**src/common/mbox_consts.svh**
```systemverilog
// memory box sizing constants, included by the package and by RTL that sizes arrays
`ifndef MBOX_CONSTS_SVH
`define MBOX_CONSTS_SVH

// data word width of the memory box
`define MBOX_WORD_W 36

// number of MB registers behind the MB select
`define MBOX_NUM_MB 4

// channel buffer RAM
`define MBOX_CHBUF_DEPTH 128
`define MBOX_CHBUF_AW 7

// channel command word buffer
`define MBOX_CCW_DEPTH 4
`define MBOX_CCW_AW 2

`endif

```
**src/common/mboxPkg.sv**
```systemverilog
// memory box types, referenced by scoped name from the RTL and the testbench
`default_nettype none

`include "mbox_consts.svh"

package mboxPkg;

  // one memory word
  typedef logic [`MBOX_WORD_W-1:0] word36;

  // memory-to-cache source
  typedef enum logic [1:0] {
    mtcAr      = 2'd0,
    mtcMb      = 2'd1,
    mtcMemData = 2'd2,
    mtcChReg   = 2'd3
  } memToCacheSelE;

  // MB input source
  typedef enum logic [2:0] {
    inCache   = 3'd0,
    inAr      = 3'd1,
    inChBuf   = 3'd2,
    inMemData = 3'd3,
    inCcwMix  = 3'd4
  } mbInSelE;

  // MB register file strobes and select
  typedef struct packed {
    logic [`MBOX_NUM_MB-1:0]         mbLoad;
    logic                            selLoad;
    logic [$clog2(`MBOX_NUM_MB)-1:0] selIn;
  } mbCtlT;

  // channel buffer, channel register and CCW buffer controls
  typedef struct packed {
    logic                      chBufWr;
    logic [`MBOX_CHBUF_AW-1:0] chBufAdr;
    logic                      bufMbSel;
    logic                      chLoad;
    logic                      chRegLoad;
    logic                      chReverse;
    logic                      cbusOutHold;
    logic                      ccwBufWr;
    logic [`MBOX_CCW_AW-1:0]   ccwBufAdr;
  } chanCtlT;

  // data routing controls
  typedef struct packed {
    logic          memToCacheEn;
    memToCacheSelE memToCacheSel;
    mbInSelE       mbInSel;
    logic          mixMbSel;
    logic          nxmAny;
    logic          kiPaging;
  } routeCtlT;

endpackage

`default_nettype wire

```
**src/hw/mbRouter.sv**
```systemverilog
// combinational selection of the MB input, memory-to-cache and page table input words
`timescale 1ns/1ps
`default_nettype none

module mbRouter (
  input  wire mboxPkg::routeCtlT routeCtl,
  input  wire mboxPkg::word36    ar,
  input  wire mboxPkg::word36    cacheData,
  input  wire mboxPkg::word36    memDataIn,
  input  wire mboxPkg::word36    mb,
  input  wire mboxPkg::word36    chReg,
  input  wire mboxPkg::word36    mbChBuf,
  input  wire mboxPkg::word36    ccwWord,
  output mboxPkg::word36         mbIn,
  output mboxPkg::word36         memToCache,
  output mboxPkg::word36         ptIn
);

  mboxPkg::word36 ccwMix;
  mboxPkg::word36 mbInRaw;

  // channel command mix, MB or the addressed CCW word
  always_comb begin
    ccwMix = routeCtl.mixMbSel ? mb : ccwWord;
  end

  always_comb begin
    case (routeCtl.mbInSel)
      mboxPkg::inCache: begin
        mbInRaw = cacheData;
      end
      mboxPkg::inAr: begin
        mbInRaw = ar;
      end
      mboxPkg::inChBuf: begin
        mbInRaw = mbChBuf;
      end
      mboxPkg::inMemData: begin
        mbInRaw = memDataIn;
      end
      mboxPkg::inCcwMix: begin
        mbInRaw = ccwMix;
      end
      default: begin
        mbInRaw = '0;
      end
    endcase
  end

  // nonexistent memory blanks the MB input
  always_comb begin
    mbIn = routeCtl.nxmAny ? '0 : mbInRaw;
  end

  always_comb begin
    memToCache = '0;
    if (routeCtl.memToCacheEn) begin
      case (routeCtl.memToCacheSel)
        mboxPkg::mtcAr:      memToCache = ar;
        mboxPkg::mtcMb:      memToCache = mb;
        mboxPkg::mtcMemData: memToCache = memDataIn;
        mboxPkg::mtcChReg:   memToCache = chReg;
        default:             memToCache = '0;
      endcase
    end
  end

  // KI paging takes page table data from MB, otherwise from AR
  always_comb begin
    ptIn = routeCtl.kiPaging ? mb : ar;
  end

endmodule

`default_nettype wire

```
**config.mk**
```make
export PLATFORM = sky130hd
export DESIGN_NAME = mbRouter
export DESIGN_NICKNAME = d
export VERILOG_FILES = /design/src/common/mboxPkg.sv /design/src/hw/mbRouter.sv
export VERILOG_INCLUDE_DIRS = /design/src /design/src/common
export SDC_FILE = /design/constraint.sdc
export NUM_CORES = 1
export LEC_CHECK = 0
export BUFFER_PORTS_ARGS = -buffer_cell sky130_fd_sc_hd__buf_2
export CAP_MARGIN = 0
export CORE_AREA = 2 2 142 144
export DETAILED_ROUTE_END_ITERATION = 7
export DIE_AREA = 0 0 144 146
export GPL_TIMING_DRIVEN = 0
export SYNTH_ARGS = -nofsm -noshare
export SYNTH_HDL_FRONTEND = slang
export SYNTH_SLANG_ARGS = --single-unit
```
**constraint.sdc**
```tcl
create_clock -name vclk -period 1.15
set_input_delay 0 -clock vclk [all_inputs]
set_output_delay 0 -clock vclk [all_outputs]
set_load 0.05 [all_outputs]
```
==> impl_metrics.json <==
{
  "drtPass1Iterations": 4,
  "clock_buffers": 0,
  "cp_max_fo": 9,
  "routabilityCongestion": 0.853,
  "outcome": "finished, violations left",
  "syn_area_um2": 3610,
  "holdCritStartpoint": "mb[33]",
  "holdPathEnd": "ptIn[33]",
  "critPathLaunchType": "primary input",
  "antenna_found_initial": 0,
  "leakagePower_nw": 3.39,
  "design.seq.count": 0,
  "violations": "negative setup slack",
  "final_cells": 1024,
  "max_freq_mhz": 797,
  "worst_slew_pin_slew_ps": 287,
  "synthDominantCellAreaShare_pct": 45.0,
  "area_delta_synth_final_pct": 114,
  "cap_violations": 0,
  "yosys_warnings": 0,
  "fin_ws_ps": -104,
  "maxSlewViolCount": 0,
  "min_delay_path_depth": 3,
  "vdd_drop_max_uv": 300,
  "power_mw": 4.02,
  "worstSetupPathType": "in -> out",
  "io_buffers": 365,
  "worstPathRequired_ps": 1150,
  "drive_above_1_share_pct": 93.9,
  "final_common_cell": "buf_2",
  "fin_util_pct": 39.8,
  "post-route-min-period_ps": 1250,
  "arrival_ps": 1250,
  "hold_viol": 0,
  "hold_slack_ps": 473,
  "layout.area.seq_um2": 0,
  "synth_cells": 370,
  "drt_iter0_markers": 159,
  "p_comb_share_pct": 100.0,
  "grtUsageTotal_pct": 18.9,
  "rsz0062_at_grt": "true",
  "ant_nets": 0,
  "synth_top_area_cell": "mux2_2",
  "dp.cells": 1000,
  "start_util_pct": 18.7,
  "fin_setup_tns_ps": -2170,
  "hold_class": "in -> out",
  "rows": 51,
  "overflow": 0,
  "final_cell_mix": "292 x buf_2, 105 x mux2_2, 71 x buf_6",
  "seqPwrFrac_pct": 0,
  "intPower_mw": 1.86,
  "relSlewSlack_pct": 80.9,
  "avgRoutedWirePerCell_um": 21.1,
  "power_density_nw_per_um2": 522,
  "nFillCells": 1914,
  "grt_max_degree": 11,
  "fin_nets": 1022,
  "grt_pass1_wl_um": 30400,
  "fin_crit_sh_pct": 109,
  "syn_avg_cell_area_um2": 9.75,
  "synth_cell_types": 18,
  "drt-total-wl_um": 21600,
  "cp-end-kind": "output pin",
  "multiInputGateArea_um2": 4050,
  "dieArea_um2": 21000,
  "via_per_inst": 4.72,
  "power.share.clock_pct": 0,
  "dp_hpwl_um": 16100,
  "core-area_um2": 19300,
  "die_w_um": 144,
  "io_pins": 369,
  "die_y_um": 146,
  "synth_seq_area_share_pct": 0,
  "synth_area_leaders": "mux2_2 45%, mux4_2 19%, a22oi_1 7.5%, and2_1 6.2%, a21oi_1 5.0%",
  "grt_pass1_vias": 5173,
  "diodes": 0,
  "p_sw_mw": 2.17,
  "p_sw_share_pct": 53.9,
  "via_count": 4831,
  "drc": 0,
  "setup-violations-final": 35,
  "synth_nets": 631
}
-- through the flow --
step	cell area [um^2]	setup WS, ps
final	7700	-104
after global routing	7700	-142
after CTS	7470	-148
after detailed placement	6120	-559
after global placement	6120	-544
after floorplan	3960	-105
-- how the worst max path moves through the flow --
stage          slack (ps)       end         from
2_1_floorplan        -100  mbIn[10]  routeCtl[4]
3_3_place_gp         -540  mbIn[18]  routeCtl[4]
3_5_place_dp         -560  mbIn[18]  routeCtl[4]
4_1_cts              -150  mbIn[18]  routeCtl[4]
5_1_grt              -140  mbIn[21]  routeCtl[4]
6_report             -100  mbIn[18]  routeCtl[4]
-- power groups by stage --
stage,Sequential [mW],Clock (mW),Combinational [mW]
final,0,0,4.02
after detailed placement,0,0,3.24
after floorplan,0,0,2.20
after CTS,0,0,3.91
after global placement,0,0,3.22
after global routing,0,0,4.21
-- cell families (layout without fill, tap and decap cells) --
| family | after synthesis | in the layout | share of synthesized area (%) |
|---|---|---|---|
| multiplexers | 180 | 180 | 68.1 |
| AND/OR/NAND/NOR | 76 | 76 | 11.0 |
| AO/OA/AOI/OAI | 73 | 73 | 12.6 |
| buffers and inverters | 41 | 430 | 8.26 |
-- synthesized netlist by cell type --
library cell    n
a21oi_1        36
a22oi_1        36
and2_1         36
buf_12          3
buf_2          20
buf_4           2
buf_6           8
clkbuf_1        6
clkbuf_2        2
mux2_2        144
mux4_1          6
mux4_2         30
nand2_1        36
nand2b_1        1
nor2_2          1
nor2b_1         1
nor3b_4         1
o21ai_0         1
-- area by class of cell --
cell class / count / share of cell area (%)
plain buffers: 39 / 6.76
multi-input cells: 329 / 52.6
well taps: 265 / 4.31
repair buffers: 391 / 36.3
-- critical path, stage by stage --
cell and delay [ps]:
buf_12 110, buf_16 160, buf_12 150, mux2_4 300, a22oi_2 280, a21oi_4 80
buf_6 160
-- timing repair --
item	in CTS	in global routing
setup buffers	12	5
cloned	10	2
endpoints found under the hold margin	0	0
endpoints found under the setup margin	101	65
resized for setup	279	80
hold buffers	0	0
pin swaps	44	19
-- routing by layer --
metal	part of all wire, %	track usage (%)
met1	42	23.2
met2	50	35.3
met3	5.7	1.88
met4	2.0	4.02
met5	0	0
Power figures use the tool's default switching activity.
