<file path="src/common/mbox_consts.svh">
// memory box sizing constants, included by the package and by RTL that sizes arrays
`ifndef MBOX_CONSTS_SVH
`define MBOX_CONSTS_SVH

// data word width of the memory box
`define MBOX_WORD_W 36

// number of MB registers behind the MB select
`define MBOX_NUM_MB 4

// channel buffer RAM
`define MBOX_CHBUF_DEPTH 128
`define MBOX_CHBUF_AW 7

// channel command word buffer
`define MBOX_CCW_DEPTH 4
`define MBOX_CCW_AW 2

`endif

</file>
<file path="src/common/mboxPkg.sv">
// memory box types, referenced by scoped name from the RTL and the testbench
`default_nettype none

`include "mbox_consts.svh"

package mboxPkg;

  // one memory word
  typedef logic [`MBOX_WORD_W-1:0] word36;

  // memory-to-cache source
  typedef enum logic [1:0] {
    mtcAr      = 2'd0,
    mtcMb      = 2'd1,
    mtcMemData = 2'd2,
    mtcChReg   = 2'd3
  } memToCacheSelE;

  // MB input source
  typedef enum logic [2:0] {
    inCache   = 3'd0,
    inAr      = 3'd1,
    inChBuf   = 3'd2,
    inMemData = 3'd3,
    inCcwMix  = 3'd4
  } mbInSelE;

  // MB register file strobes and select
  typedef struct packed {
    logic [`MBOX_NUM_MB-1:0]         mbLoad;
    logic                            selLoad;
    logic [$clog2(`MBOX_NUM_MB)-1:0] selIn;
  } mbCtlT;

  // channel buffer, channel register and CCW buffer controls
  typedef struct packed {
    logic                      chBufWr;
    logic [`MBOX_CHBUF_AW-1:0] chBufAdr;
    logic                      bufMbSel;
    logic                      chLoad;
    logic                      chRegLoad;
    logic                      chReverse;
    logic                      cbusOutHold;
    logic                      ccwBufWr;
    logic [`MBOX_CCW_AW-1:0]   ccwBufAdr;
  } chanCtlT;

  // data routing controls
  typedef struct packed {
    logic          memToCacheEn;
    memToCacheSelE memToCacheSel;
    mbInSelE       mbInSel;
    logic          mixMbSel;
    logic          nxmAny;
    logic          kiPaging;
  } routeCtlT;

endpackage

`default_nettype wire

</file>
<file path="src/hw/chanBuf.sv">
// channel buffer RAM, channel register, CCW buffer and held CBUS output register
`timescale 1ns/1ps
`default_nettype none

`include "mbox_consts.svh"

module chanBuf (
  input  wire                   MBOX,
  input  wire                   rstN,
  input  wire mboxPkg::chanCtlT chanCtl,
  input  wire mboxPkg::word36   mb,
  input  wire mboxPkg::word36   cbusD,
  input  wire mboxPkg::word36   ccwBufIn,
  output mboxPkg::word36        chReg,
  output mboxPkg::word36        mbChBuf,
  output mboxPkg::word36        cbusOut,
  output mboxPkg::word36        ccwWord
);

  localparam int HalfW = `MBOX_WORD_W / 2;

  // storage arrays
  mboxPkg::word36 chBufMem [`MBOX_CHBUF_DEPTH];
  mboxPkg::word36 ccwMem [`MBOX_CCW_DEPTH];

  mboxPkg::word36 chBufIn;
  mboxPkg::word36 chBufRd;
  mboxPkg::word36 chRegNext;

  // write source is MB or the channel register
  always_comb begin
    chBufIn = chanCtl.bufMbSel ? mb : chReg;
  end

  // asynchronous read port, so a same-edge write is seen only afterwards
  always_comb begin
    chBufRd = chBufMem[chanCtl.chBufAdr];
  end

  always_ff @(posedge MBOX) begin
    if (chanCtl.chBufWr) begin
      chBufMem[chanCtl.chBufAdr] <= chBufIn;
    end
  end

  // halfword swap for reversed channel transfers
  always_comb begin
    if (chanCtl.chReverse) begin
      chRegNext = {cbusD[HalfW-1:0], cbusD[`MBOX_WORD_W-1:HalfW]};
    end else begin
      chRegNext = cbusD;
    end
  end

  always_ff @(posedge MBOX) begin
    if (!rstN) begin
      chReg <= '0;
    end else if (chanCtl.chRegLoad) begin
      chReg <= chRegNext;
    end
  end

  // MB side copy of the buffer word
  always_ff @(posedge MBOX) begin
    if (!rstN) begin
      mbChBuf <= '0;
    end else if (chanCtl.chLoad) begin
      mbChBuf <= chBufRd;
    end
  end

  // CBUS side tracks the buffer every cycle until held
  always_ff @(posedge MBOX) begin
    if (!rstN) begin
      cbusOut <= '0;
    end else if (!chanCtl.cbusOutHold) begin
      cbusOut <= chBufRd;
    end
  end

  // CCW buffer, written and read at the same address
  always_ff @(posedge MBOX) begin
    if (chanCtl.ccwBufWr) begin
      ccwMem[chanCtl.ccwBufAdr] <= ccwBufIn;
    end
  end

  always_comb begin
    ccwWord = ccwMem[chanCtl.ccwBufAdr];
  end

endmodule

`default_nettype wire

</file>
<file path="config.mk">
export PLATFORM = sky130hd
export DESIGN_NAME = chanBuf
export DESIGN_NICKNAME = d
export VERILOG_FILES = /design/src/common/mboxPkg.sv /design/src/hw/chanBuf.sv
export VERILOG_INCLUDE_DIRS = /design/src /design/src/common
export SDC_FILE = /design/constraint.sdc
export NUM_CORES = 2
export LEC_CHECK = 0
export BUFFER_PORTS_ARGS = -buffer_cell sky130_fd_sc_hd__buf_2
export CORE_ASPECT_RATIO = 1.2
export CORE_MARGIN = 4
export CORE_UTILIZATION = 40
export CTS_BUF_LIST = sky130_fd_sc_hd__clkbuf_4 sky130_fd_sc_hd__clkbuf_8
export DETAILED_ROUTE_END_ITERATION = 6
export HOLD_SLACK_MARGIN = 0.06
export PLACE_DENSITY_LB_ADDON = 0.3
export RECOVER_POWER = 25
export SYNTH_ARGS = -nofsm -noshare
export SYNTH_HDL_FRONTEND = slang
export SYNTH_MEMORY_MAX_BITS = 65536
export SYNTH_SLANG_ARGS = --single-unit
</file>
<file path="constraint.sdc">
create_clock -name MBOX -period 7.1 [get_ports MBOX]
set_input_delay 1.42 -clock MBOX [delete_from_list [all_inputs] [get_ports MBOX]]
set_output_delay 1.42 -clock MBOX [all_outputs]
set_load 0.02 [all_outputs]
</file>
==> out/metrics.cfg <==
[synthesis]
synth_warnings=0
syn_nets=10360
syn_area_um2=186600
ys_ff_latch=4860
yosysUniqueCellTypes=30
syn_inst=10240
synth-seq-area-share_pct=77.61
synth_area_per_cell_um2=18.24

[worst_setup_path]
cpMaxStageDelayCell=mux2_1
required_ns=8.08
cp_slowest_stage_delay_ns=2.55
cp-endpoint=chBufMem[83][12]
critPathKind=in2reg
crit_start=chanCtl[7]
r2r-end=chBufMem[57][30]
worstPathCellList=buf_2 -> clkbuf_1 -> mux2_1 -> buf_4
cp_num_cells=4
r2r.worst_path.cells=2
arrival_ns=6.53
startpoint_type=primary input
r2r_setup_slack_ns=3.12
critPathTopFamily=multiplexers
crit_path_max_fanout=75
worstSetupEndpointType=register
reg2reg_from=chReg[30]
worst-path-buf-inv=3

[sta]
rsz0062_at_grt=false
hold_viol_final=0
max_freq_mhz=180.0
worst_pin_slew_ns=3.521
finalSetupViolCount=0
drv_slew=2171
finalSetupTns_ns=0
finClkSkew_ns=0.1237
min_period_ns=5.555
relSlewSlack_pct=-134.7
setup_slack_ns=1.545
post-route-period-util_pct=78.24

[floorplanning]
die-height_um=756.3
die_w_um=631.6
initial_core_util_pct=40.18
rows=274
core_area_um2=464500
die-area_um2=477700
pin_count=270

[route]
drt_iter0_drc=11150
drc_errors=0
wirelength_um=561300
final_antenna_net_count=0
wl_per_cell_um=31.43
vias=104100
vias_per_cell=5.832
first_pass_iters=7

[power_and_ir_drop]
power_density_nw_per_um2=275.6
cellLeakagePower_nw=72.77
power_mw=58.69
p_int_mw=45.10
p_seq_share_pct=54.7
pwr-share-comb_pct=6.0
clock_power_share_pct=39.4
swShare_pct=23.16
ir_drop_v=0.0002150
switchingPower_mw=13.59

[cts]
ctsLongestPathBuffers=4
clkTransAtPathRegs_ns=0.06
postCtsSetupBuffers=0
cts_tree=done
cts_buffers=742
clkLatencyLatePin_ns=1.30
clockRootBuffer=clkbuf_8
cts_sinks=4860
cts_resized=0
h-tree-depth=6
hold_buffers=0

[placement]
dp_hpwl_um=316700
numPortBuffers=269
routabilityCongestion=0.8485
pre_cts_ws_ns=1.365

[flow_run]
maxCapViolCount=39

[finish]
final_cell_mix=4752 x edfxtp_1, 2340 x mux2i_1, 1152 x o22ai_1, 774 x clkbuf_8, 600 x o21ai_0
regArea_um2=144900
syn_to_final_growth_pct=14.11
layout-drive-gt1-share_pct=17.90
final_common_cell=edfxtp_1
fillCellCount=39130
nets=11140
multi_input_area_um2=39750

[global_route]
grt_antenna_before_repair=22
grt_max_degree=129
grt_use_total_pct=22.71
grt_pass1_vias=103200
overflow=0
grt_pass1_wl_um=778300

[status]
outcome=complete, but fails checks
violations=max-capacitance violations, max-slew violations

[min_path]
holdCritPathClass=in2reg

[through the flow]
step                hold WS, ns  utilization [%]  instance area (µm²)  cells
floorplan                0.5940                -               186600  10240
global placement         0.4837            42.69               198300  16480
detailed placement       0.4943            42.71               198400  16480
CTS                      0.2033            45.88               213100  17840
global route             0.3134            45.84               213000  17850
finish                   0.4002            45.85               213000  17860
[synthesized netlist by cell type, drive strengths merged]
master	n	area, µm²
o211a	36	360.4
and3	1	6.260
dfxtp	108	2162
mux2i	2340	23420
or2	2	12.51
and3b	1	8.760
mux4	36	810.8
clkbuf	166	623.1
a41oi	144	1261
and4	2	17.52
o22ai	1152	7207
nand2	62	232.7
buf	490	2754
nor2b	7	43.79
nor4	36	450.4
o21ai	648	3243
clkinv	1	3.750
mux2	36	405.4
a21oi	72	360.4
and2	4	25.02
nor3b	1	7.510
nor3	1	5.000
nand2b	4	25.02
nor2	129	484.2
nand3	4	20.02
edfxtp	4752	142700
[final cells by class]
type | count | area share [%]
multi-input combinational | 4718 | 18.66
clock inverter | 353 | 1.093
antenna | 17 | 0.01997
clock buffer | 1006 | 5.819
sequential | 4860 | 68.01
tap | 6210 | 3.648
timing repair buffer | 693 | 2.738
inverter | 1 | 0.002937
[cells by family after synthesis]
logic type             count (synthesis)  synth area share [%]
DFF                                 4860                 77.61
muxes                               2412                 13.20
AOI/OAI and AO/OA                   2052                 6.661
buffers and inverters                657                 1.811
and+or+nand+nor                      254                0.7173
[worst min path at each step]
stage | start | endpoint | slack [ns] | depth (start not counted)
global route | ccwBufIn[12] | ccwMem[3][12] | 0.31 | 1
CTS | ccwBufIn[25] | ccwMem[3][25] | 0.20 | 1
finish | ccwBufIn[21] | ccwMem[2][21] | 0.40 | 1
global placement | chReg[21] | chReg[21] | 0.48 | 1
detailed placement | chReg[13] | chReg[13] | 0.49 | 1
floorplan | cbusOut[10] | cbusOut[10] | 0.59 | 2
[power groups by stage]
stage | clock network (mW) | logic, mW | registers [mW]
3_5_place_dp | 0 | 3.51 | 32.6
3_3_place_gp | 0 | 3.43 | 32.6
4_1_cts | 23.4 | 3.51 | 32.0
2_1_floorplan | 0 | 1.90 | 32.7
6_report | 23.1 | 3.50 | 32.1
5_1_grt | 24.8 | 3.66 | 32.1
[state kept, by name (all words and copies together), names as in the netlist]
name and flops:
mbChBuf 36, chBufMem 4608, chReg 36, ccwMem 144, cbusOut 36
[layer usage]
metal	routed length (µm)	track usage [%]	up-vias
met5	13	0	-
met4	24920	8.703	2
met3	47420	4.015	1124
met2	275200	38.63	5179
met1	213700	28.97	54410
li1	-	-	43430
[worst reg2reg max path, delay by kind of cell (launching register included)]
kind                   cells  cell delay, ns
buffers and inverters      1            1.02
DFF                        1            0.37
muxes                      1            2.07
Power figures use the tool's default switching activity.
