File: config.mk
export PLATFORM = sky130hd
export DESIGN_NAME = mbRegFile
export DESIGN_NICKNAME = d
export VERILOG_FILES = /design/src/common/mboxPkg.sv /design/src/hw/mbRegFile.sv
export VERILOG_INCLUDE_DIRS = /design/src /design/src/common
export SDC_FILE = /design/constraint.sdc
export NUM_CORES = 1
export LEC_CHECK = 0
export BUFFER_PORTS_ARGS = -buffer_cell sky130_fd_sc_hd__buf_2
export CAP_MARGIN = 20
export CORE_UTILIZATION = 30
export DETAILED_ROUTE_END_ITERATION = 16
export HOLD_SLACK_MARGIN = 0.12
export PLACE_DENSITY = 0.44
export SLEW_MARGIN = 15
export SYNTH_ARGS = -nofsm -noshare
export SYNTH_HDL_FRONTEND = slang
export SYNTH_SLANG_ARGS = --single-unit
File: constraint.sdc
create_clock -name MBOX -period 3.1 [get_ports MBOX]
set_input_delay 0.31 -clock MBOX [delete_from_list [all_inputs] [get_ports MBOX]]
set_output_delay 0.31 -clock MBOX [all_outputs]
set_load 0.03 [all_outputs]
File: src/common/mbox_consts.svh
// memory box sizing constants, included by the package and by RTL that sizes arrays
`ifndef MBOX_CONSTS_SVH
`define MBOX_CONSTS_SVH

// data word width of the memory box
`define MBOX_WORD_W 36

// number of MB registers behind the MB select
`define MBOX_NUM_MB 4

// channel buffer RAM
`define MBOX_CHBUF_DEPTH 128
`define MBOX_CHBUF_AW 7

// channel command word buffer
`define MBOX_CCW_DEPTH 4
`define MBOX_CCW_AW 2

`endif

File: src/common/mboxPkg.sv
// memory box types, referenced by scoped name from the RTL and the testbench
`default_nettype none

`include "mbox_consts.svh"

package mboxPkg;

  // one memory word
  typedef logic [`MBOX_WORD_W-1:0] word36;

  // memory-to-cache source
  typedef enum logic [1:0] {
    mtcAr      = 2'd0,
    mtcMb      = 2'd1,
    mtcMemData = 2'd2,
    mtcChReg   = 2'd3
  } memToCacheSelE;

  // MB input source
  typedef enum logic [2:0] {
    inCache   = 3'd0,
    inAr      = 3'd1,
    inChBuf   = 3'd2,
    inMemData = 3'd3,
    inCcwMix  = 3'd4
  } mbInSelE;

  // MB register file strobes and select
  typedef struct packed {
    logic [`MBOX_NUM_MB-1:0]         mbLoad;
    logic                            selLoad;
    logic [$clog2(`MBOX_NUM_MB)-1:0] selIn;
  } mbCtlT;

  // channel buffer, channel register and CCW buffer controls
  typedef struct packed {
    logic                      chBufWr;
    logic [`MBOX_CHBUF_AW-1:0] chBufAdr;
    logic                      bufMbSel;
    logic                      chLoad;
    logic                      chRegLoad;
    logic                      chReverse;
    logic                      cbusOutHold;
    logic                      ccwBufWr;
    logic [`MBOX_CCW_AW-1:0]   ccwBufAdr;
  } chanCtlT;

  // data routing controls
  typedef struct packed {
    logic          memToCacheEn;
    memToCacheSelE memToCacheSel;
    mbInSelE       mbInSel;
    logic          mixMbSel;
    logic          nxmAny;
    logic          kiPaging;
  } routeCtlT;

endpackage

`default_nettype wire

File: src/hw/mbRegFile.sv
// four MB registers with a registered bank select driving the MB bus and its parity
`timescale 1ns/1ps
`default_nettype none

`include "mbox_consts.svh"

module mbRegFile (
  input  wire                   MBOX,
  input  wire                   rstN,
  input  wire mboxPkg::mbCtlT   mbCtl,
  input  wire mboxPkg::word36   mbIn,
  output mboxPkg::word36        mb,
  output logic                  mbParOdd
);

  localparam int SelW = $clog2(`MBOX_NUM_MB);

  // MB0..MB3
  mboxPkg::word36 mbReg [`MBOX_NUM_MB];

  // bank select, loaded only on selLoad
  logic [SelW-1:0] mbSel;

  // each register has its own load strobe, several may load the same word
  always_ff @(posedge MBOX) begin
    if (!rstN) begin
      for (int i = 0; i < `MBOX_NUM_MB; i++) begin
        mbReg[i] <= '0;
      end
    end else begin
      for (int i = 0; i < `MBOX_NUM_MB; i++) begin
        if (mbCtl.mbLoad[i]) begin
          mbReg[i] <= mbIn;
        end
      end
    end
  end

  always_ff @(posedge MBOX) begin
    if (!rstN) begin
      mbSel <= '0;
    end else if (mbCtl.selLoad) begin
      mbSel <= mbCtl.selIn;
    end
  end

  // MB bus follows the selected register without an extra stage
  always_comb begin
    mb = mbReg[mbSel];
  end

  // odd parity over the whole bus
  always_comb begin
    mbParOdd = ^mb;
  end

endmodule

`default_nettype wire

==> reports/results.env, run 1 <==
INITIALDRTVIOLATIONCOUNT=226
GRT_PASS1_VIAS=4130
FAILED_CHECKS='DRC, setup timing'
ROUTED_WIRE_LENGTH_PER_INSTANCE_UM=21.4
MAX_CLOCK_FREQ_GHz=0.314
GRT_START_MAX_NET_PINS=93
VIA_COUNT=3885
CORE.ROWCOUNT=54
WORSTSETUPPATHTYPE='reg -> out'
WORSTSETUPSTARTPOINTTYPE='flop'
ENDPOINT_KIND='output port'
ANTENNA_CELLS=0
YOSYS_REGISTER_BITS=148
GRT_ANTENNA_BEFORE_REPAIR=1
TRITONCTS_NUM_SINKS=148
RSZ0062_AT_GRT='yes'
SYNTH.NET_COUNT=451
HOLD_PATH.CLASS='in -> reg'
FINAL-INSTANCE-COUNT-EXCL-FILL=789
WORST_SKEW_PAIR.LATE_LATENCY_NS=0.42
SYN-INSTANCE-COUNT=406
SETUP.REG_TO_REG.WORST_SLACK_NS=2.48
YOSYSWARNINGCOUNT=0
SEQUENTIAL_TO_TOTAL_AREA_SHARE_FROM_YOSYS_STAT_PCT=64.8
MAX_CAP_VIOLATIONS=0
SYNTHESIS.AREA_UM2=6790
DRC=7
TIMING_WORST_SLEW_PIN_VALUE_NS=0.735
FIRSTDRTPASSITERS=10
DP.FINAL_HPWL_MM=9.90
FINAL.SETUP.WORST_SLACK_NS=-0.0807
PORT_BUFFERS=81
WIRE_LENGTH_OF_THE_FIRST_GLOBAL_ROUTING_PASS_MM=25.6
SYNTHESIS.AREA_PER_INSTANCE_UM2=16.7
TOTAL_LEAKAGE_POWER_nW=3.60
ROOT_BUFFER_CELL='clkbuf_16'
COREAREA_UM2=22000
CLK_TRANSITION_REPORTED_PATHS_NS=0.06
POWER_DENSITY_nW_PER_UM2=688
GRT_USAGE_PCT=15.1
MIN_PERIOD_OVER_PERIOD_PCT=103
REPORT.FINAL.HOLD_VIOL_COUNT=0
CLOCK_TREE_FROM_TRITONCTS='yes'
DRT-VIAS-PER-INSTANCE=4.92
NUM-NETS-FINAL=541
AREA_GROWTH_PCT=21.3
LARGEST_VOLTAGE_DROP_ON_THE_VDD_NET_uV=384
RR_WORST_DEPTH=2
WORSTPATHMAXFANOUT=8
TIMING.FINAL.SETUP_VIOLATIONS=1
ARRIVAL_NS=2.87
CTS_HOLD_BUF=0
STATUS='complete, but fails checks'
SETUP.WORST_PATH.END='mbParOdd'
ROUTED_WIRELENGTH_MM=16.9
FINALINSTANCEAREA_UM2=8240
FLOORPLAN.DIE.WIDTH_UM=152
FP.DIEAREA_UM2=23300
CTS_INSERTED_BUFFERS=17
GP_CONGESTION=0.650
RR_STARTPOINT='mbSel[0]'
FINAL_LAYOUT_SIZE_SUFFIX_GT1_SHARE_PCT=31.8
CRITPATHREQUIREDTIME_NS=2.79
LAYOUT_COMMON_CELLS='and3_1 (144), edfxtp_1 (144), buf_2 (80), xnor2_1 (23), mux4_1 (22)'
POSTROUTEANTENNANETS=0
PRECTSSETUPSLACK_NS=0.0979
IO_PINS=82
SETUP-TNS-FINAL_NS=-0.0807
WORST_SLEW_MARGIN_REL_PCT=51.0
GRT_OVERFLOW=0
INITIAL_CORE_UTIL_PCT=30.8
FINAL-MAX-SLEW-VIOLATION-COUNT=0
YS_TYPES=16
POST-ROUTE-MIN-PERIOD_NS=3.18
CLOCKBUFFERDEPTH=2
FINALHOLDWORSTSLACK_NS=0.185
PLACE_AREA_UM2=7600
CLOCK-SKEW-FINAL_NS=0.0000371
CHIPHEIGHT_UM=152
TOTAL_PLACED_CELLS_INCLUDING_TAP_CELLS=752
CTS_MAX_LEVEL=4
-- worst min-delay path by stage --
stage	start	to	cells past startpoint
floorplan	mbSel[0]	flop	2
global placement	mbSel[1]	flop	2
detailed placement	mbSel[0]	flop	2
CTS	mbCtl[1]	mbSel[1]	3
global route	mbIn[2]	mbReg[1][2]	2
finish	mbCtl[1]	flop	3
-- report_power, final --
part	internal [mW]	switching, mW	leakage (nW)
Clock	1.09	0.810	0.253
Combinational	0.630	0.731	1.77
Sequential	2.37	0.0386	1.58
Total	4.09	1.58	3.60
-- cell families after synthesis --
| kind of cell | share of synthesized area (%) |
|---|---|
| simple gates | 13.8 |
| flops | 64.8 |
| mux | 13.8 |
| buf+inv | 2.61 |
| xor+xnor | 4.92 |
-- what timing repair did --
action / 4_1_cts / 5_1_grt
gates resized for setup: 19 / 1
buffers inserted: 5 / 0
endpoints found under the setup margin: 1 / 1
pin swaps: 11 / 1
-- through the flow --
step | utilization, % | power (mW)
floorplan | - | 3.31
global placement | 34.5 | 3.70
detailed placement | 34.5 | 3.71
CTS | 37.4 | 5.74
global route | 37.4 | 5.89
finish | 37.4 | 5.67
-- state kept, by name, indices dropped and copies added (netlist names), named ones only --
register and flops:
mbReg 144, mbSel 2
-- critical path, stage by stage, from the launching register on --
cell and delay [ns]:
dfxtp_4 0.37, buf_12 0.12, buf_12 0.14, mux4_2 0.59, xnor2_4 0.19, xnor2_2 0.14, xnor2_1 0.22, xnor3_1 0.38
xnor2_2 0.15, buf_6 0.15
-- final cells by class --
class,count,area (um2)
sequential,148,4410
clock buffer,18,429
multi-input combinational,222,2240
fill,2117,13800
clock inverter,14,113
tap,280,350
timing repair buffer,107,707
-- synth_stat cells, drive strengths merged --
cell type  count  area [um2]
nand2b         4        25.0
edfxtp       144        4320
dfxtp          4        80.1
xor2           4        35.0
buf            7        68.8
mux2i          2        20.0
and3         144         901
xnor2         29         277
nor2b          2        12.5
xnor3          1        22.5
clkbuf        29         109
mux4          36         920
-- per-layer routing --
metal / routed length [um] / vias to the layer above / GRT usage [%]
li1: - / 1802 / -
met1: 7660 / 1970 / 19.9
met2: 8190 / 96 / 24.6
met3: 819 / 15 / 3.58
met4: 189 / 2 / 5.05
met5: 13 / - / 0
(Power assumes the default switching activity.)
==> inputs of run 2 (changes only) <==
--- a/config.mk
+++ b/config.mk
@@ -12,4 +12,5 @@
 export DETAILED_ROUTE_END_ITERATION = 16
 export HOLD_SLACK_MARGIN = 0.12
+export MAX_ROUTING_LAYER = met4
 export PLACE_DENSITY = 0.44
 export SLEW_MARGIN = 15
==> constraint.sdc (replaced) <==
create_clock -name MBOX -period 3.1 [get_ports MBOX]
set_input_delay 0.465 -clock MBOX [delete_from_list [all_inputs] [get_ports MBOX]]
set_output_delay 0.465 -clock MBOX [all_outputs]
set_load 0.03 [all_outputs]
==> reports/results.env, run 2 (same netlist as run 1, synthesis figures left out) <==
AREA_GROWTH_PCT=21.8  # was 21.3%
RSZ0062_AT_GRT='yes'  # unchanged
FINALHOLDWORSTSLACK_NS=0.359  # was 0.185 ns
WORST_SKEW_PAIR.LATE_LATENCY_NS=0.42  # about the same
ENDPOINT_KIND='output port'  # unchanged
FILLERINSTANCES=2169  # was 2,117
GRT_ANTENNA_BEFORE_REPAIR=1  # unchanged
WORSTSETUPPATHTYPE='reg -> out'  # unchanged
WORST_SLEW_MARGIN_REL_PCT=46.3  # was 51.0%
FINALINSTANCEAREA_UM2=8280  # was 8240 um2
ARRIVAL_NS=2.95  # was 2.87 ns
CLOCK_TREE_FROM_TRITONCTS='yes'  # unchanged
INITIAL_CORE_UTIL_PCT=30.8  # unchanged
DP.FINAL_HPWL_MM=10.2  # was 9.90 mm
GRT_PASS1_VIAS=4197  # was 4,130
LARGEST_REGISTER_FFS=144  # unchanged
SETUP-TNS-FINAL_NS=-0.315  # was -0.0807 ns
ROUTED_WIRELENGTH_MM=17.1  # was 16.9 mm
INITIALDRTVIOLATIONCOUNT=245  # was 226
STATUS='complete, but fails checks'  # unchanged
DRT-VIAS-PER-INSTANCE=4.93  # was 4.92
FINAL_LAYOUT_SIZE_SUFFIX_GT1_SHARE_PCT=35.0  # was 31.8%
PORT_BUFFERS=81  # unchanged
LAYOUT_COMMON_CELLS='and3_1 (144), edfxtp_1 (144), buf_2 (80), buf_4 (26), mux4_2 (24)'  # was and3_1 (144), edfxtp_1 (144), buf_2 (80), xnor2_1 (23), mux4_1 (22)
CLOCK_POWER_SHARE_PCT=33.1  # was 33.6%
WORSTSETUPSTARTPOINTTYPE='flop'  # unchanged
REPORT.FINAL.HOLD_VIOL_COUNT=0  # unchanged
FIN_TOTAL_PWR_mW=5.85  # was 5.67 mW
WORSTPATHMAXFANOUT=7  # was 8
NUM-NETS-FINAL=549  # was 541
GRT_START_MAX_NET_PINS=102  # was 93
CHIPHEIGHT_UM=152  # unchanged
SWITCHING_SHARE_PCT=27.2  # was 27.9%
PLACE_AREA_UM2=7690  # was 7600 um2
POST-ROUTE-MIN-PERIOD_NS=3.42  # was 3.18 ns
DRC=4  # was 7
LARGEST-REGISTER='mbReg'  # unchanged
TIMING_WORST_SLEW_PIN_VALUE_NS=0.805  # was 0.735 ns
ROUTED_WIRE_LENGTH_PER_INSTANCE_UM=21.4  # about the same
WORSTHOLDSTART='mbCtl[1]'  # unchanged
CRITPATHREQUIREDTIME_NS=2.63  # was 2.79 ns
COREAREA_UM2=22000  # unchanged
CTS_MAX_LEVEL=4  # unchanged
PRECTSSETUPSLACK_NS=-0.0532  # was 0.0979 ns
FINAL.SETUP.WORST_SLACK_NS=-0.315  # was -0.0807 ns
FINAL-INSTANCE-COUNT-EXCL-FILL=797  # was 789
TIMING.FINAL.SETUP_VIOLATIONS=1  # unchanged
CORE.ROWCOUNT=54  # unchanged
CLOCK-SKEW-FINAL_NS=0.000100  # was 0.0000371 ns
FP.DIEAREA_UM2=23300  # unchanged
REG.LARGEST.LIST='mbReg: 144 flops, mbSel: 2 flops'  # unchanged
INTPOWER_mW=4.26  # was 4.09 mW
CLK_TRANSITION_REPORTED_PATHS_NS=0.06  # about the same
COMBINATIONALPOWERSHARE_PCT=25.8  # was 24.0%
LARGEST_VOLTAGE_DROP_ON_THE_VDD_NET_uV=459  # was 384 uV
VIA_COUNT=3931  # was 3,885
CTS_INSERTED_BUFFERS=17  # unchanged
TOTAL_LEAKAGE_POWER_nW=3.62  # was 3.60 nW
TRITONCTS_NUM_SINKS=148  # unchanged
ROOT_BUFFER_CELL='clkbuf_16'  # unchanged
POWER_DENSITY_nW_PER_UM2=707  # was 688 nW/um2
FINAL_CORE_UTILIZATION_PCT=37.6  # was 37.4%
FINAL-MAX-SLEW-VIOLATION-COUNT=0  # unchanged
CLOCKBUFFERDEPTH=2  # unchanged
FLOORPLAN.DIE.WIDTH_UM=152  # unchanged
FIRSTDRTPASSITERS=12  # was 10
POSTROUTEANTENNANETS=0  # unchanged
MAX_CAP_VIOLATIONS=0  # unchanged
GRT_USAGE_PCT=15.8  # was 15.1%
MAX_CLOCK_FREQ_GHz=0.293  # was 0.314 GHz
GRT_OVERFLOW=0  # unchanged
PWR-SHARE-SEQ_PCT=41.2  # was 42.4%
WIRE_LENGTH_OF_THE_FIRST_GLOBAL_ROUTING_PASS_MM=26.0  # was 25.6 mm
MIN_PERIOD_OVER_PERIOD_PCT=110  # was 103%
GP_CONGESTION=0.669  # was 0.650
TOTAL_PLACED_CELLS_INCLUDING_TAP_CELLS=763  # was 752
P_SW_mW=1.59  # was 1.58 mW
IO_PINS=82  # unchanged
RR_STARTPOINT='mbSel[0]'  # unchanged
HOLD_PATH.CLASS='in -> reg'  # unchanged
FAILED_CHECKS='DRC, setup timing'  # unchanged
## run 2: power by group through the flow
stage	combinational, mW	clock, mW	sequential, mW
after floorplan	0.988	0	2.43
after global placement	1.40	0	2.44
after detailed placement	1.41	0	2.45
after CTS	1.53	1.97	2.41
after global routing	1.59	2.05	2.42
final	1.51	1.93	2.41
## run 2: layer usage
| metal | wire length [um] | share of wire [%] | GRT usage (%) |
|---|---|---|---|
| met1 | 7790 | 46 | 20.1 |
| met2 | 8470 | 50 | 25.4 |
| met3 | 628 | 3.7 | 3.33 |
| met4 | 193 | 1.1 | 5.00 |
| met5 | 0 | 0 | - |
## run 2: worst paths after layout
path / cells past startpoint / endpoint / slack [ns]
worst min register to register: 2 / flop / 0.53
worst min-delay path: 3 / mbSel[1] / 0.36
worst max-delay path: 9 / mbParOdd / -0.32
worst max register to register: 2 / flop / 2.51
## run 2: what timing repair did
item | 4_1_cts | 5_1_grt
gates cloned | 1 | 0
setup endpoints to repair | 1 | 1
gates resized for setup | 27 | 4
hold buffers | 0 | 0
pin swaps | 9 | 4
buffers inserted | 0 | 1
## run 2: layout make-up
type,instances,area [um2],share of cell area [%]
timing repair buffer,115,752,9.09
tap,280,350,4.23
sequential,148,4410,53.3
antenna,2,5.00,0.0605
clock inverter,12,116,1.41
multi-input combinational,222,2220,26.8
clock buffer,18,429,5.19
## run 2: critical path: stages (launching register included)
cell     delay (ns)
dfxtp_4        0.39
buf_12         0.15
mux4_2         0.55
xnor2_2        0.17
xnor2_1        0.21
xnor2_1        0.15
buf_4          0.15
xnor3_2        0.46
xnor2_4        0.15
buf_6          0.14
==> inputs of run 3 (changes only) <==
- CELL_PAD_IN_SITES_DETAIL_PLACEMENT: unset -> 1
- CELL_PAD_IN_SITES_GLOBAL_PLACEMENT: unset -> 2
- PLACE_DENSITY: 0.44 -> 0.56
==> reports/results.env, run 3 (same netlist as run 1, synthesis figures left out) <==
ANTENNA_CELLS=0  # was 2
FAILED_CHECKS='DRC, setup timing'  # unchanged
MIN_PERIOD_OVER_PERIOD_PCT=111  # was 110%
POST-ROUTE-MIN-PERIOD_NS=3.43  # was 3.42 ns
FINAL.SETUP.WORST_SLACK_NS=-0.327  # was -0.315 ns
WORSTSETUPSTARTPOINTTYPE='flop'  # unchanged
CHIPHEIGHT_UM=152  # unchanged
VIA_COUNT=4008  # was 3,931
GRT_USAGE_PCT=16.7  # was 15.8%
GRT_START_MAX_NET_PINS=87  # was 102
WORST_SKEW_PAIR.LATE_LATENCY_NS=0.43  # was 0.42 ns
FLOORPLAN.DIE.WIDTH_UM=152  # unchanged
GRT_ANTENNA_BEFORE_REPAIR=0  # was 1
CLOCK_TREE_FROM_TRITONCTS='yes'  # unchanged
NUM-NETS-FINAL=565  # was 549
AREA_GROWTH_PCT=24.4  # was 21.8%
CTS_INSERTED_BUFFERS=17  # unchanged
FINAL-MAX-SLEW-VIOLATION-COUNT=0  # unchanged
LAYOUT_COMMON_CELLS='and3_1 (144), edfxtp_1 (144), buf_2 (79), buf_4 (46), mux4_2 (28)'  # was and3_1 (144), edfxtp_1 (144), buf_2 (80), buf_4 (26), mux4_2 (24)
LARGEST-REGISTER='mbReg'  # unchanged
TIMING_WORST_SLEW_PIN_VALUE_NS=0.669  # was 0.805 ns
CTS_HOLD_BUF=0  # unchanged
LARGEST_VOLTAGE_DROP_ON_THE_VDD_NET_uV=430  # was 459 uV
RSZ0062_AT_GRT='yes'  # unchanged
LARGEST_REGISTER_FFS=144  # unchanged
FINALHOLDWORSTSLACK_NS=0.343  # was 0.359 ns
DP.FINAL_HPWL_MM=10.7  # was 10.2 mm
DRT-VIAS-PER-INSTANCE=4.93  # about the same
GP_CONGESTION=0.698  # was 0.669
WORSTSETUPPATHTYPE='reg -> out'  # unchanged
ENDPOINT_KIND='output port'  # unchanged
TOTAL_LEAKAGE_POWER_nW=3.71  # was 3.62 nW
LAYOUT.AREA.SEQ_UM2=4410  # unchanged
POWER_DENSITY_nW_PER_UM2=731  # was 707 nW/um2
FIRSTDRTPASSITERS=13  # was 12
FINAL-INSTANCE-COUNT-EXCL-FILL=813  # was 797
HOLD_PATH.CLASS='in -> reg'  # unchanged
CLOCKBUFFERDEPTH=2  # unchanged
FINAL_LAYOUT_SIZE_SUFFIX_GT1_SHARE_PCT=39.0  # was 35.0%
MAX_CAP_VIOLATIONS=0  # unchanged
WIRE_LENGTH_OF_THE_FIRST_GLOBAL_ROUTING_PASS_MM=27.3  # was 26.0 mm
ROUTED_WIRELENGTH_MM=17.9  # was 17.1 mm
TRITONCTS_NUM_SINKS=148  # unchanged
REG.LARGEST.LIST='mbReg: 144 flops, mbSel: 2 flops'  # unchanged
CLOCK-SKEW-FINAL_NS=0.00441  # was 0.000100 ns
TOTAL_PLACED_CELLS_INCLUDING_TAP_CELLS=775  # was 763
CTS_MAX_LEVEL=4  # unchanged
ROOT_BUFFER_CELL='clkbuf_16'  # unchanged
STATUS='complete, but fails checks'  # unchanged
POSTROUTEANTENNANETS=0  # unchanged
GRT_OVERFLOW=0  # unchanged
WORSTPATHMAXFANOUT=5  # was 7
MAX_CLOCK_FREQ_GHz=0.292  # was 0.293 GHz
CORE.ROWCOUNT=54  # unchanged
TIMING.FINAL.SETUP_VIOLATIONS=1  # unchanged
INITIALDRTVIOLATIONCOUNT=208  # was 245
ARRIVAL_NS=2.96  # was 2.95 ns
INITIAL_CORE_UTIL_PCT=30.8  # unchanged
FILLERINSTANCES=2259  # was 2,169
ROUTED_WIRE_LENGTH_PER_INSTANCE_UM=22.0  # was 21.4 um
CLK_TRANSITION_REPORTED_PATHS_NS=0.06  # about the same
FP.DIEAREA_UM2=23300  # unchanged
MULTIINPUTGATEAREA_UM2=2220  # unchanged
IO_PINS=82  # unchanged
COREAREA_UM2=22000  # unchanged
CRITPATHREQUIREDTIME_NS=2.63  # about the same
WORST_SLEW_MARGIN_REL_PCT=55.4  # was 46.3%
GRT_PASS1_VIAS=4358  # was 4,197
REPORT.FINAL.HOLD_VIOL_COUNT=0  # unchanged
PORT_BUFFERS=81  # unchanged
DRC=2  # was 4
FIN_TOTAL_PWR_mW=6.18  # was 5.85 mW
==> run 3: cell types whose count changed in the layout (fill, tap and decap cells not counted), moves of 2 or more <==
| cell | delta |
|---|---|
| clkinv_2 | -2 |
| diode_2 | -2 |
| bufinv_16 | +2 |
| mux4_1 | -4 |
| mux4_2 | +4 |
| clkinv_1 | -3 |
| clkinvlp_4 | +3 |
| inv_6 | +3 |
| xnor2_2 | +2 |
| xnor2_1 | -2 |
| buf_4 | +20 |
==> run 3: power by group <==
part	switching [mW]	internal [mW]
Clock	0.853	1.35
Combinational	0.797	0.766
Sequential	0.0450	2.37
==> run 3: cell type report <==
cell class              count  area share (%)
repair buffers            131            10.1
clock buffers              17            5.03
well taps                 280            4.14
clock inverters            15            2.41
flip-flops and latches    148            52.1
multi-input cells         222            26.2
==> run 3: metal layers <==
metal	vias up	part of all wire [%]	global-route usage [%]
met2	97	50	27.3
li1	1844	-	-
met3	18	4.4	3.16
met5	-	0	-
met1	2049	45	21.0
met4	0	1.2	4.91
==> run 3: repair_timing <==
action,4_1_cts,5_1_grt
pin swaps,8,5
gates resized for setup,25,9
buffers inserted,4,1
endpoints found under the setup margin,1,1
cloned,1,0
==> run 3: final timing paths <==
check | cells past startpoint | end | slack, ns | start
worst max-delay path | 9 | mbParOdd | -0.33 | flop
worst min-delay path | 3 | mbSel[1] | 0.34 | mbCtl[1]
worst max register to register | 2 | flop | 2.37 | mbSel[0]
worst min register to register | 2 | mbSel[1] | 0.53 | mbSel[1]
==> run 3: worst max-delay path, stage by stage (launching register included) <==
cell and delay (ns):
dfxtp_4 0.41, buf_16 0.13, buf_4 0.12, mux4_2 0.54
xnor2_2 0.27, xnor2_2 0.13, xnor2_2 0.21, xnor3_2 0.41
xnor2_4 0.16, buf_6 0.15
==> run 3: metrics by stage <==
step                      TNS, ns  area, um2  worst slack, ns  utilization, %
after floorplan                 0       6810           0.0225               -
after global placement    -0.0605       7770          -0.0605            35.3
after detailed placement  -0.0461       7770          -0.0461            35.3
after CTS                  -0.393       8440           -0.393            38.3
after global routing       -0.440       8450           -0.440            38.4
final                      -0.327       8450           -0.327            38.4
